`config.mk`:
```
export PLATFORM = sky130hd
export DESIGN_NAME = coupe_audio
export DESIGN_NICKNAME = d
export VERILOG_FILES = /design/src/verilog/coupe_audio_pkg.sv /design/src/verilog/port_audio_regs.sv /design/src/verilog/sid_fader.sv /design/src/verilog/audio_mixer.sv /design/src/verilog/coupe_audio.sv
export SDC_FILE = /design/constraint.sdc
export NUM_CORES = 1
export LEC_CHECK = 0
export BUFFER_PORTS_ARGS = -buffer_cell sky130_fd_sc_hd__buf_2
export CAP_MARGIN = 20
export CORE_ASPECT_RATIO = 1.5
export CORE_MARGIN = 2
export CORE_UTILIZATION = 55
export DETAILED_ROUTE_END_ITERATION = 6
export PLACE_DENSITY = 0.76
export SLEW_MARGIN = 25
export SYNTH_ARGS = -nofsm -noshare
export SYNTH_HDL_FRONTEND = slang
export SYNTH_SLANG_ARGS = --single-unit
```
`constraint.sdc`:
```
create_clock -name clk_sys -period 6.42 [get_ports clk_sys]
set_input_delay 0 -clock clk_sys [delete_from_list [all_inputs] [get_ports clk_sys]]
set_output_delay 0 -clock clk_sys [all_outputs]
set_load 0.03 [all_outputs]
```
`src/verilog/coupe_audio_pkg.sv`:
```
package coupe_audio_pkg;

	// ====================
	// Sample format
	// ====================
	localparam int SAMPLE_W = 18;         // Mix word and SID sample width

	// ====================
	// I/O port map
	// ====================
	localparam logic [7:0] PORT_BORDER     = 8'hFE;
	localparam logic [7:0] PORT_LPT_DATA   = 8'hE8;  // Printer data latch
	localparam logic [7:0] PORT_LPT_STROBE = 8'hE9;  // Printer strobe picks the channel

	// Bit positions inside the written bytes
	localparam int BORDER_EAR_BIT = 4;
	localparam int STROBE_BIT     = 0;

	// ====================
	// Timing
	// ====================
	localparam int MEG_DIV   = 96;        // clk_sys cycles per 1 MHz tick
	localparam int MEG_CNT_W = $clog2(MEG_DIV);
	localparam logic [MEG_CNT_W-1:0] MEG_LAST = MEG_CNT_W'(MEG_DIV - 1);

	// ====================
	// Mix weights
	// ====================
	localparam int PSG_GAIN_SHIFT = 2;    // Doubled byte sits two bits up
	localparam int EAR_WEIGHT_BIT = 17;   // Beeper adds half of full scale

endpackage

```
`src/verilog/port_audio_regs.sv`:
```
`timescale 1ns/1ps

module port_audio_regs (
	input  logic       clk_sys,
	input  logic       reset,
	input  logic       port_we,
	input  logic [7:0] port_addr,
	input  logic [7:0] port_data,
	output logic       ear,
	output logic [7:0] vox_l,
	output logic [7:0] vox_r
);

	// ====================
	// Write edge detect
	// ====================
	logic       we_q;       // port_we one cycle back
	logic       wr_pulse;   // One cycle per CPU write
	logic [7:0] wr_addr;
	logic [7:0] wr_data;

	always_ff @(posedge clk_sys) begin
		if (reset) begin
			we_q     <= 1'b0;
			wr_pulse <= 1'b0;
		end else begin
			we_q     <= port_we;
			wr_pulse <= port_we & ~we_q;
		end
	end

	// Address and data taken on the same edge as the pulse
	always_ff @(posedge clk_sys) begin
		if (port_we & ~we_q) begin
			wr_addr <= port_addr;
			wr_data <= port_data;
		end
	end

	// Port decode
	logic sel_border;
	logic sel_lpt_data;
	logic sel_lpt_strobe;

	assign sel_border     = wr_pulse && (wr_addr == coupe_audio_pkg::PORT_BORDER);
	assign sel_lpt_data   = wr_pulse && (wr_addr == coupe_audio_pkg::PORT_LPT_DATA);
	assign sel_lpt_strobe = wr_pulse && (wr_addr == coupe_audio_pkg::PORT_LPT_STROBE);

	// ====================
	// Border beeper
	// ====================
	always_ff @(posedge clk_sys) begin
		if (reset) begin
			ear <= 1'b0;
		end else if (sel_border) begin
			ear <= wr_data[coupe_audio_pkg::BORDER_EAR_BIT];
		end
	end

	// ====================
	// Printer port DAC
	// ====================
	logic [7:0] lpt_data;     // Byte waiting for a strobe
	logic       strobe_q;     // Last strobe level written
	logic       strobe_new;

	assign strobe_new = wr_data[coupe_audio_pkg::STROBE_BIT];

	always_ff @(posedge clk_sys) begin
		if (sel_lpt_data) begin
			lpt_data <= wr_data;
		end
	end

	// Rising strobe loads left, falling strobe loads right
	always_ff @(posedge clk_sys) begin
		if (reset) begin
			vox_l    <= 8'd0;
			vox_r    <= 8'd0;
			strobe_q <= 1'b0;
		end else if (sel_lpt_strobe) begin
			if (~strobe_q & strobe_new) begin
				vox_l <= lpt_data;
			end
			if (strobe_q & ~strobe_new) begin
				vox_r <= lpt_data;
			end
			strobe_q <= strobe_new;   // Same level loads nothing
		end
	end

endmodule

```
`src/verilog/sid_fader.sv`:
```
`timescale 1ns/1ps

module sid_fader (
	input  logic                                 clk_sys,
	input  logic                                 reset,
	input  logic                                 sid_active,
	input  logic [coupe_audio_pkg::SAMPLE_W-1:0] sid_raw,
	output logic [coupe_audio_pkg::SAMPLE_W-1:0] sid_out
);

	// ====================
	// 1 MHz enable
	// ====================
	logic [coupe_audio_pkg::MEG_CNT_W-1:0] meg_cnt;
	logic                                  ce_1m;

	assign ce_1m = (meg_cnt == coupe_audio_pkg::MEG_LAST);   // Last count of the period

	always_ff @(posedge clk_sys) begin
		if (reset) begin
			meg_cnt <= '0;
		end else if (ce_1m) begin
			meg_cnt <= '0;
		end else begin
			meg_cnt <= meg_cnt + 1'b1;
		end
	end

	// ====================
	// Attenuation
	// ====================
	logic [coupe_audio_pkg::SAMPLE_W-1:0] att;

	// Starts fully muted and slides one step per tick
	always_ff @(posedge clk_sys) begin
		if (reset) begin
			att <= '1;
		end else if (ce_1m) begin
			if (sid_active && (att != '0)) begin
				att <= att - 1'b1;   // Fade in
			end else if (!sid_active && !(&att)) begin
				att <= att + 1'b1;   // Fade out
			end
		end
	end

	// ====================
	// Output
	// ====================
	logic [coupe_audio_pkg::SAMPLE_W-1:0] sid_offset;

	// Signed to offset binary
	assign sid_offset = {~sid_raw[coupe_audio_pkg::SAMPLE_W-1],
		sid_raw[coupe_audio_pkg::SAMPLE_W-2:0]};

	// Clamp at zero once the attenuation passes the sample
	assign sid_out = (sid_offset > att) ? (sid_offset - att) : '0;

endmodule

```
`src/verilog/audio_mixer.sv`:
```
`timescale 1ns/1ps

module audio_mixer (
	input  logic                                 clk_sys,
	input  logic                                 reset,
	input  logic [7:0]                           psg_l,
	input  logic [7:0]                           psg_r,
	input  logic                                 ear,
	input  logic [7:0]                           vox_l,
	input  logic [7:0]                           vox_r,
	input  logic [coupe_audio_pkg::SAMPLE_W-1:0] sid_out,
	output logic [coupe_audio_pkg::SAMPLE_W-1:0] mix_l,
	output logic [coupe_audio_pkg::SAMPLE_W-1:0] mix_r
);

	// Byte doubled to 16 bits then shifted up, so 1028 per step
	function automatic logic [coupe_audio_pkg::SAMPLE_W-1:0] scale_byte(input logic [7:0] b);
		logic [coupe_audio_pkg::SAMPLE_W-1:0] w;
		w = {b, b};
		w = w << coupe_audio_pkg::PSG_GAIN_SHIFT;
		return w;
	endfunction

	// ====================
	// Source terms
	// ====================
	logic [coupe_audio_pkg::SAMPLE_W-1:0] ear_term;
	logic [coupe_audio_pkg::SAMPLE_W-1:0] sum_l;
	logic [coupe_audio_pkg::SAMPLE_W-1:0] sum_r;

	assign ear_term = {{(coupe_audio_pkg::SAMPLE_W-1){1'b0}}, ear}
		<< coupe_audio_pkg::EAR_WEIGHT_BIT;

	// Beeper and SID are shared, PSG and DAC are per channel
	assign sum_l = scale_byte(psg_l) + scale_byte(vox_l) + ear_term + sid_out;   // Wraps
	assign sum_r = scale_byte(psg_r) + scale_byte(vox_r) + ear_term + sid_out;

	// ====================
	// Output register
	// ====================
	always_ff @(posedge clk_sys) begin
		if (reset) begin
			mix_l <= '0;
			mix_r <= '0;
		end else begin
			mix_l <= sum_l;
			mix_r <= sum_r;
		end
	end

endmodule

```
`src/verilog/coupe_audio.sv`:
```
`timescale 1ns/1ps

module coupe_audio (
	input  logic                                 clk_sys,
	input  logic                                 reset,
	input  logic                                 port_we,
	input  logic [7:0]                           port_addr,
	input  logic [7:0]                           port_data,
	input  logic [7:0]                           psg_l,
	input  logic [7:0]                           psg_r,
	input  logic                                 sid_active,
	input  logic [coupe_audio_pkg::SAMPLE_W-1:0] sid_raw,
	output logic [coupe_audio_pkg::SAMPLE_W-1:0] mix_l,
	output logic [coupe_audio_pkg::SAMPLE_W-1:0] mix_r
);

	logic                                 ear;       // Border beeper bit
	logic [7:0]                           vox_l;     // Printer DAC left
	logic [7:0]                           vox_r;     // Printer DAC right
	logic [coupe_audio_pkg::SAMPLE_W-1:0] sid_out;   // Faded SID sample

	// ====================
	// Sources
	// ====================
	port_audio_regs u_port_audio_regs (
		.clk_sys   (clk_sys),
		.reset     (reset),
		.port_we   (port_we),
		.port_addr (port_addr),
		.port_data (port_data),
		.ear       (ear),
		.vox_l     (vox_l),
		.vox_r     (vox_r)
	);

	sid_fader u_sid_fader (
		.clk_sys    (clk_sys),
		.reset      (reset),
		.sid_active (sid_active),
		.sid_raw    (sid_raw),
		.sid_out    (sid_out)
	);

	// ====================
	// Mix
	// ====================
	audio_mixer u_audio_mixer (
		.clk_sys (clk_sys),
		.reset   (reset),
		.psg_l   (psg_l),
		.psg_r   (psg_r),
		.ear     (ear),
		.vox_l   (vox_l),
		.vox_r   (vox_r),
		.sid_out (sid_out),
		.mix_l   (mix_l),
		.mix_r   (mix_r)
	);

endmodule

```
# Yosys cells after proc, flatten, opt, wreduce, memory -nomap -nowiden
# Index checks and enable logic that the tools add are counted.
[classes] addsub=10 order_cmp=1 eq_ne=4 muxes=3 n_bitwise=7 n_reduce_logical=14
[ops] operator="$add 18x18->18" count=6
[ops] operator="$mux 18" count=3
[ops] operator="$eq 8x8->1 const B" count=3
[ops] operator="$add 18x1->18 const B" count=1
[ops] operator="$gt 18x18->1" count=1
[ops] operator="$reduce_and 18->1" count=1
[ops] operator="$reduce_bool 18->1" count=1
[ops] operator="$sub 18x1->18 const B" count=1
[ops] operator="$sub 18x18->18" count=1
[ops] operator="$add 7x1->7 const B" count=1
[ops] operator="$eq 7x7->1 const B" count=1
[ops] operator="$reduce_and 2->1" count=3
[ops] operator="$logic_and 1x1->1" count=5
[ops] operator="$not 1->1" count=4
[ops] operator="$and 1x1->1" count=3
[ops] operator="$logic_not 1->1" count=2
[ops] operator="$reduce_bool 2->1" count=1
[ops] operator="$reduce_or 2->1" count=1
[word_totals] ff_bits=105 inputBits=54 output_inout_bits=36

# Longest topological paths before layout
[depth] ltp_word=5 depth_mapped=25 mapped_depth_nobuf=24

# By module
# From an unflattened synthesis, not the netlist that was laid out.
[hier_totals] cells_unflattened=900 area_unflattened_um2=7997.7
[by_module_without_submodules] module="audio_mixer" n_inst=1 cells_each=412 area_per_inst_um2=3564.7 seq_area_each_um2=680.7
[by_module_without_submodules] module="sid_fader" n_inst=1 cells_each=378 area_per_inst_um2=2813.9 seq_area_each_um2=500.5
[by_module_without_submodules] module="port_audio_regs" n_inst=1 cells_each=110 area_per_inst_um2=1619.1 seq_area_each_um2=1121.1

# Worst setup path before layout
# No wires, ideal clock.
[synth_timing] path_kind="register -> register" from="reg u_sid_fader.att[15] (netlist name)" to="reg u_audio_mixer.mix_r[17] (netlist name)" arrival_time_ps=5091 required_time_ps=6348 slack_ps=1257 stages_incl_launch_ff=22 cell_sequence="dfxtp_1 inv_1 ha_1 nand4_1 or4_1 o221ai_2 o21a_1 clkbuf_1 nand2_1 fa_1 inv_1 ha_1 ha_1 a211o_1 a21oi_1 o21ai_0 a211oi_1 o21ai_0 a21o_1 mux2i_1 or3_1 mux2i_1"
[synth_via] elab_chain_len=3 word_cells_on_any_way=4 classes_between="2 x add/sub; 1 x order compare; 1 x mux"
[synth_lines] item="start, declared" line="sid_fader.sv:32" rtl="logic [coupe_audio_pkg::SAMPLE_W-1:0] att;"
[synth_lines] item="start signal, assigned" line="sid_fader.sv:40" rtl="att <= att - 1'b1;"
[synth_lines] item="start signal, assigned" line="sid_fader.sv:42" rtl="att <= att + 1'b1;"
[synth_lines] item="$sub 18x18->18 or $gt 18x18->1 (tied branches)" line="sid_fader.sv:57" rtl="assign sid_out = (sid_offset > att) ? (sid_offset - att) : '0;"
[synth_lines] item="$mux 18 (*)" line="sid_fader.sv:57"
[synth_lines] item="$add 18x18->18 (*)" line="audio_mixer.sv:36" rtl="assign sum_r = scale_byte(psg_r) + scale_byte(vox_r) + ear_term + sid_out;"
[synth_lines] item="end signal, assigned" line="audio_mixer.sv:47" rtl="mix_r <= sum_r;"
[synth_lines] item="end, declared" line="audio_mixer.sv:13" rtl="output logic [coupe_audio_pkg::SAMPLE_W-1:0] mix_r"
# Every way passes the cells marked *; elsewhere a longest branch is shown, timed or not.
# A chain may end at the register's enable or synchronous reset.

# Worst setup path in the final report
# Same ends and word-level chain as after synthesis.

==> flow_metrics.tcl <==
set metrics [dict create \
    outcome "completed" \
    fin_crit_ns 5.54 \
    slew_violations 0 \
    total_power_w 0.00143 \
    fillers 1108 \
    dp_hpwl_um 13300 \
    synth_ff_type "dfxtp_1" \
    hold_viol 0 \
    grt_max_degree 64 \
    synthesis.area_mm2 0.00744 \
    ys.warnings.count 0 \
    critPathLaunchType "register" \
    cts_resized 0 \
    fin_area_mm2 0.00852 \
    vias_per_cell 5.41 \
    synth_top_area_frac 0.212 \
    slowest_stage "or4_1" \
    grt_pass1_wl_um 27000 \
    start_util 0.558 \
    row_count 52 \
    seq_area_frac_synth 0.309 \
    drt-total-wl_um 16600 \
    gp_congestion 0.872 \
    clockRootBuffer "clkbuf_16" \
    async_flop_share 0 \
    skew_ns 0.00731 \
    stdcell_count 1088 \
    antenna_found_initial 0 \
    final_antenna_net_count 0 \
    max_freq_mhz 180 \
    wl_per_cell_um 15.3 \
    yosys-top-cells-area "dfxtp_1 (21%), ha_1 (16%), edfxtp_1 (9.7%), fa_1 (8.6%), inv_1 (6.2%)" \
    clockBufferDepth 2 \
    die_y_um 146 \
    area_delta_synth_final_pct 14.4 \
    rsz0062_at_grt "false" \
    synth-edff-count 24 \
    global_route.usage.met2 0.435 \
    clkTransAtPathRegs_ns 0.08 \
    drt-initial-drc-count 154 \
    clk_latency_ns 0.35 \
    tightestPinTransition_ns 0.868 \
    crit_path_frequent_cell "ha_1" \
    track_usage 0.235 \
    design.portCount 90 \
    synth_nets 996 \
    cts.sinks 103 \
    worstPathMaxFanout 13 \
    placed_cells 1055 \
    hold_ws_ns 0.0780 \
    path_class "reg -> reg" \
    ys_ff_latch 103 \
    max-vdd-ir-drop_mv 0.122 \
    hp-class "in -> reg" \
    slowest_delay_ns 0.58 \
    antennaDiodeCount 0 \
    die_w_um 99.0 \
    via_count 5888 \
    cts_inserted_buffers 9 \
    synth_largest_area_cell "dfxtp_1" \
    slew_headroom 0.421 \
    grt_pass1_vias 5853 \
    core-area_mm2 0.0133 \
    maxCapViolCount 0 \
    leakage_nw 4.44 \
    setup_tns_ns 0 \
    port_buffers 89 \
    die-area_mm2 0.0145 \
    final_cell_mix "inv_1 (122), ha_1 (93), buf_2 (89)" \
    drive_gt1_frac 0.132 \
    grt.overflow.total 0 \
    final_nets 1100 \
    cts_tree "done" \
    syn_avg_cell_area_um2 9.11 \
    grt_use_met3 0.0268 \
    crit_chain "inv_1 -> ha_1 -> nand4_1 -> or4_1 -> o221ai_2 -> o21a_1 -> nand2_1 -> fa_1 -> inv_1 -> ha_1 -> ha_1 -> a211o_1 -> a21oi_1 -> o21ai_0 -> a211oi_1 -> o21ai_0 -> a21o_1 -> mux2i_1 -> or3_1 -> mux2i_1" \
    cp.required_ns 6.70 \
    end_kind "register" \
    grt_use_met1 0.261 \
    fin_crit_sh 0.863 \
    yosysUniqueCellTypes 54 \
    layout_commonest_cell "inv_1" \
    critical_path_buf_inv_count 2 \
    placed_area_mm2 0.00805 \
    setup_viol 0 \
    cp.arrival_ns 5.82 \
    htree_levels 3 \
    cellPowerDensity_mw_per_mm2 168 \
    synthCells 817 \
    drc 0 \
    drt-pass1-iter-count 5 \
    critical-path-top-delay-family "compound AO/OA/AOI/OAI gates" \
    top_usage_layer "met2" \
]
## worst reg2reg max path, stage by stage, from the launching register on
cell	delay, ns
dfxtp_1	0.40
inv_1	0.06
ha_1	0.36
nand4_1	0.19
or4_1	0.58
o221ai_2	0.21
o21a_1	0.39
nand2_1	0.17
fa_1	0.51
inv_1	0.04
ha_1	0.30
ha_1	0.32
a211o_1	0.32
a21oi_1	0.17
o21ai_0	0.16
a211oi_1	0.33
o21ai_0	0.13
a21o_1	0.22
mux2i_1	0.14
or3_1	0.35
mux2i_1	0.13
## cells in the mapped netlist (4+ instances only)
| cell | number |
|---|---|
| a21o_1 | 19 |
| o211ai_1 | 13 |
| a21oi_1 | 35 |
| nor2b_1 | 22 |
| fa_1 | 32 |
| inv_1 | 122 |
| dfxtp_1 | 79 |
| or3_1 | 5 |
| nand2_1 | 51 |
| a211oi_1 | 8 |
| nand3_1 | 15 |
| o311ai_0 | 5 |
| o2111ai_1 | 4 |
| nand4_1 | 10 |
| xnor2_1 | 38 |
| nor3_1 | 16 |
| and3_1 | 10 |
| mux2i_1 | 21 |
| xor2_1 | 13 |
| o21ai_0 | 28 |
| nor2_1 | 65 |
| o21bai_1 | 5 |
| o21a_1 | 9 |
| edfxtp_1 | 24 |
| a211o_1 | 5 |
| nor4_1 | 5 |
| or2_2 | 5 |
| ha_1 | 93 |
| nand2b_1 | 9 |
| clkbuf_1 | 13 |
## power breakdown
part	internal (W)	leakage, nW	total, W	switching (W)
Sequential	0.000682	0.872	0.000687	0.00000569
Clock	0.000272	0.143	0.000539	0.000267
Combinational	0.0000846	3.43	0.000205	0.000121
## cells by family (layout without fill, tap and decap cells)
group,count (synthesis),count (layout),share of synthesized area
and+or+nand+nor,230,230,0.153
AOI/OAI and AO/OA,147,147,0.133
buffers and inverters,138,247,0.0708
adders and majority gates,125,125,0.242
DFF,103,103,0.309
xor gates and xnor gates,51,51,0.0600
muxes,23,23,0.0313
## sequential cells by signal (all words and copies together), names as in the netlist
register / count
u_sid_fader.meg_cnt: 7
u_port_audio_regs.strobe_q: 1
u_sid_fader.att: 18
u_port_audio_regs.wr_addr: 8
u_port_audio_regs.ear: 1
u_port_audio_regs.wr_data: 8
u_port_audio_regs.wr_pulse: 1
u_audio_mixer.mix_l: 18
u_port_audio_regs.vox_l: 8
u_port_audio_regs.lpt_data: 8
u_audio_mixer.mix_r: 16
u_port_audio_regs.vox_r: 8
u_port_audio_regs.we_q: 1
## metal layers
layer | up-vias | share of wire | wire length [µm]
met5 | - | 0 | 0
met4 | 0 | 0.041 | 675
met3 | 34 | 0.027 | 455
met2 | 114 | 0.53 | 8850
met1 | 2738 | 0.40 | 6620
li1 | 3002 | - | -
## timing repair
| action | in CTS | in global routing |
|---|---|---|
| hold buffers | 17 | 0 |
| endpoints found under the hold margin | 17 | 0 |
| setup buffers | 0 | 0 |
## worst paths after layout
kind,end,slack [ns],depth (start not counted),from
max reg2reg,u_audio_mixer.mix_r[17],0.88,20,u_sid_fader.att[15]
min reg2reg,u_port_audio_regs.lpt_data[1],0.43,0,u_port_audio_regs.wr_data[1]
max,u_audio_mixer.mix_r[17],0.88,20,u_sid_fader.att[15]
min,u_audio_mixer.mix_l[0],0.08,4,sid_raw[0]
## per-stage QoR
stage          setup slack [ns]  utilization
2_1_floorplan              1.26            -
3_3_place_gp               1.05        0.603
3_5_place_dp              0.909        0.603
4_1_cts                   0.883        0.638
5_1_grt                   0.470        0.638
6_report                  0.877        0.638
## area by class of cell
type	instances	area (µm²)	share of cell area
multi-input cells	576	4620	0.543
flip-flops and latches	103	2300	0.270
repair buffers	109	638	0.0749
inverters	122	458	0.0538
clock buffers	9	225	0.0264
well taps	162	203	0.0238
clock inverters	7	66.3	0.00779
Note: power is estimated with default switching activity, not from simulation.
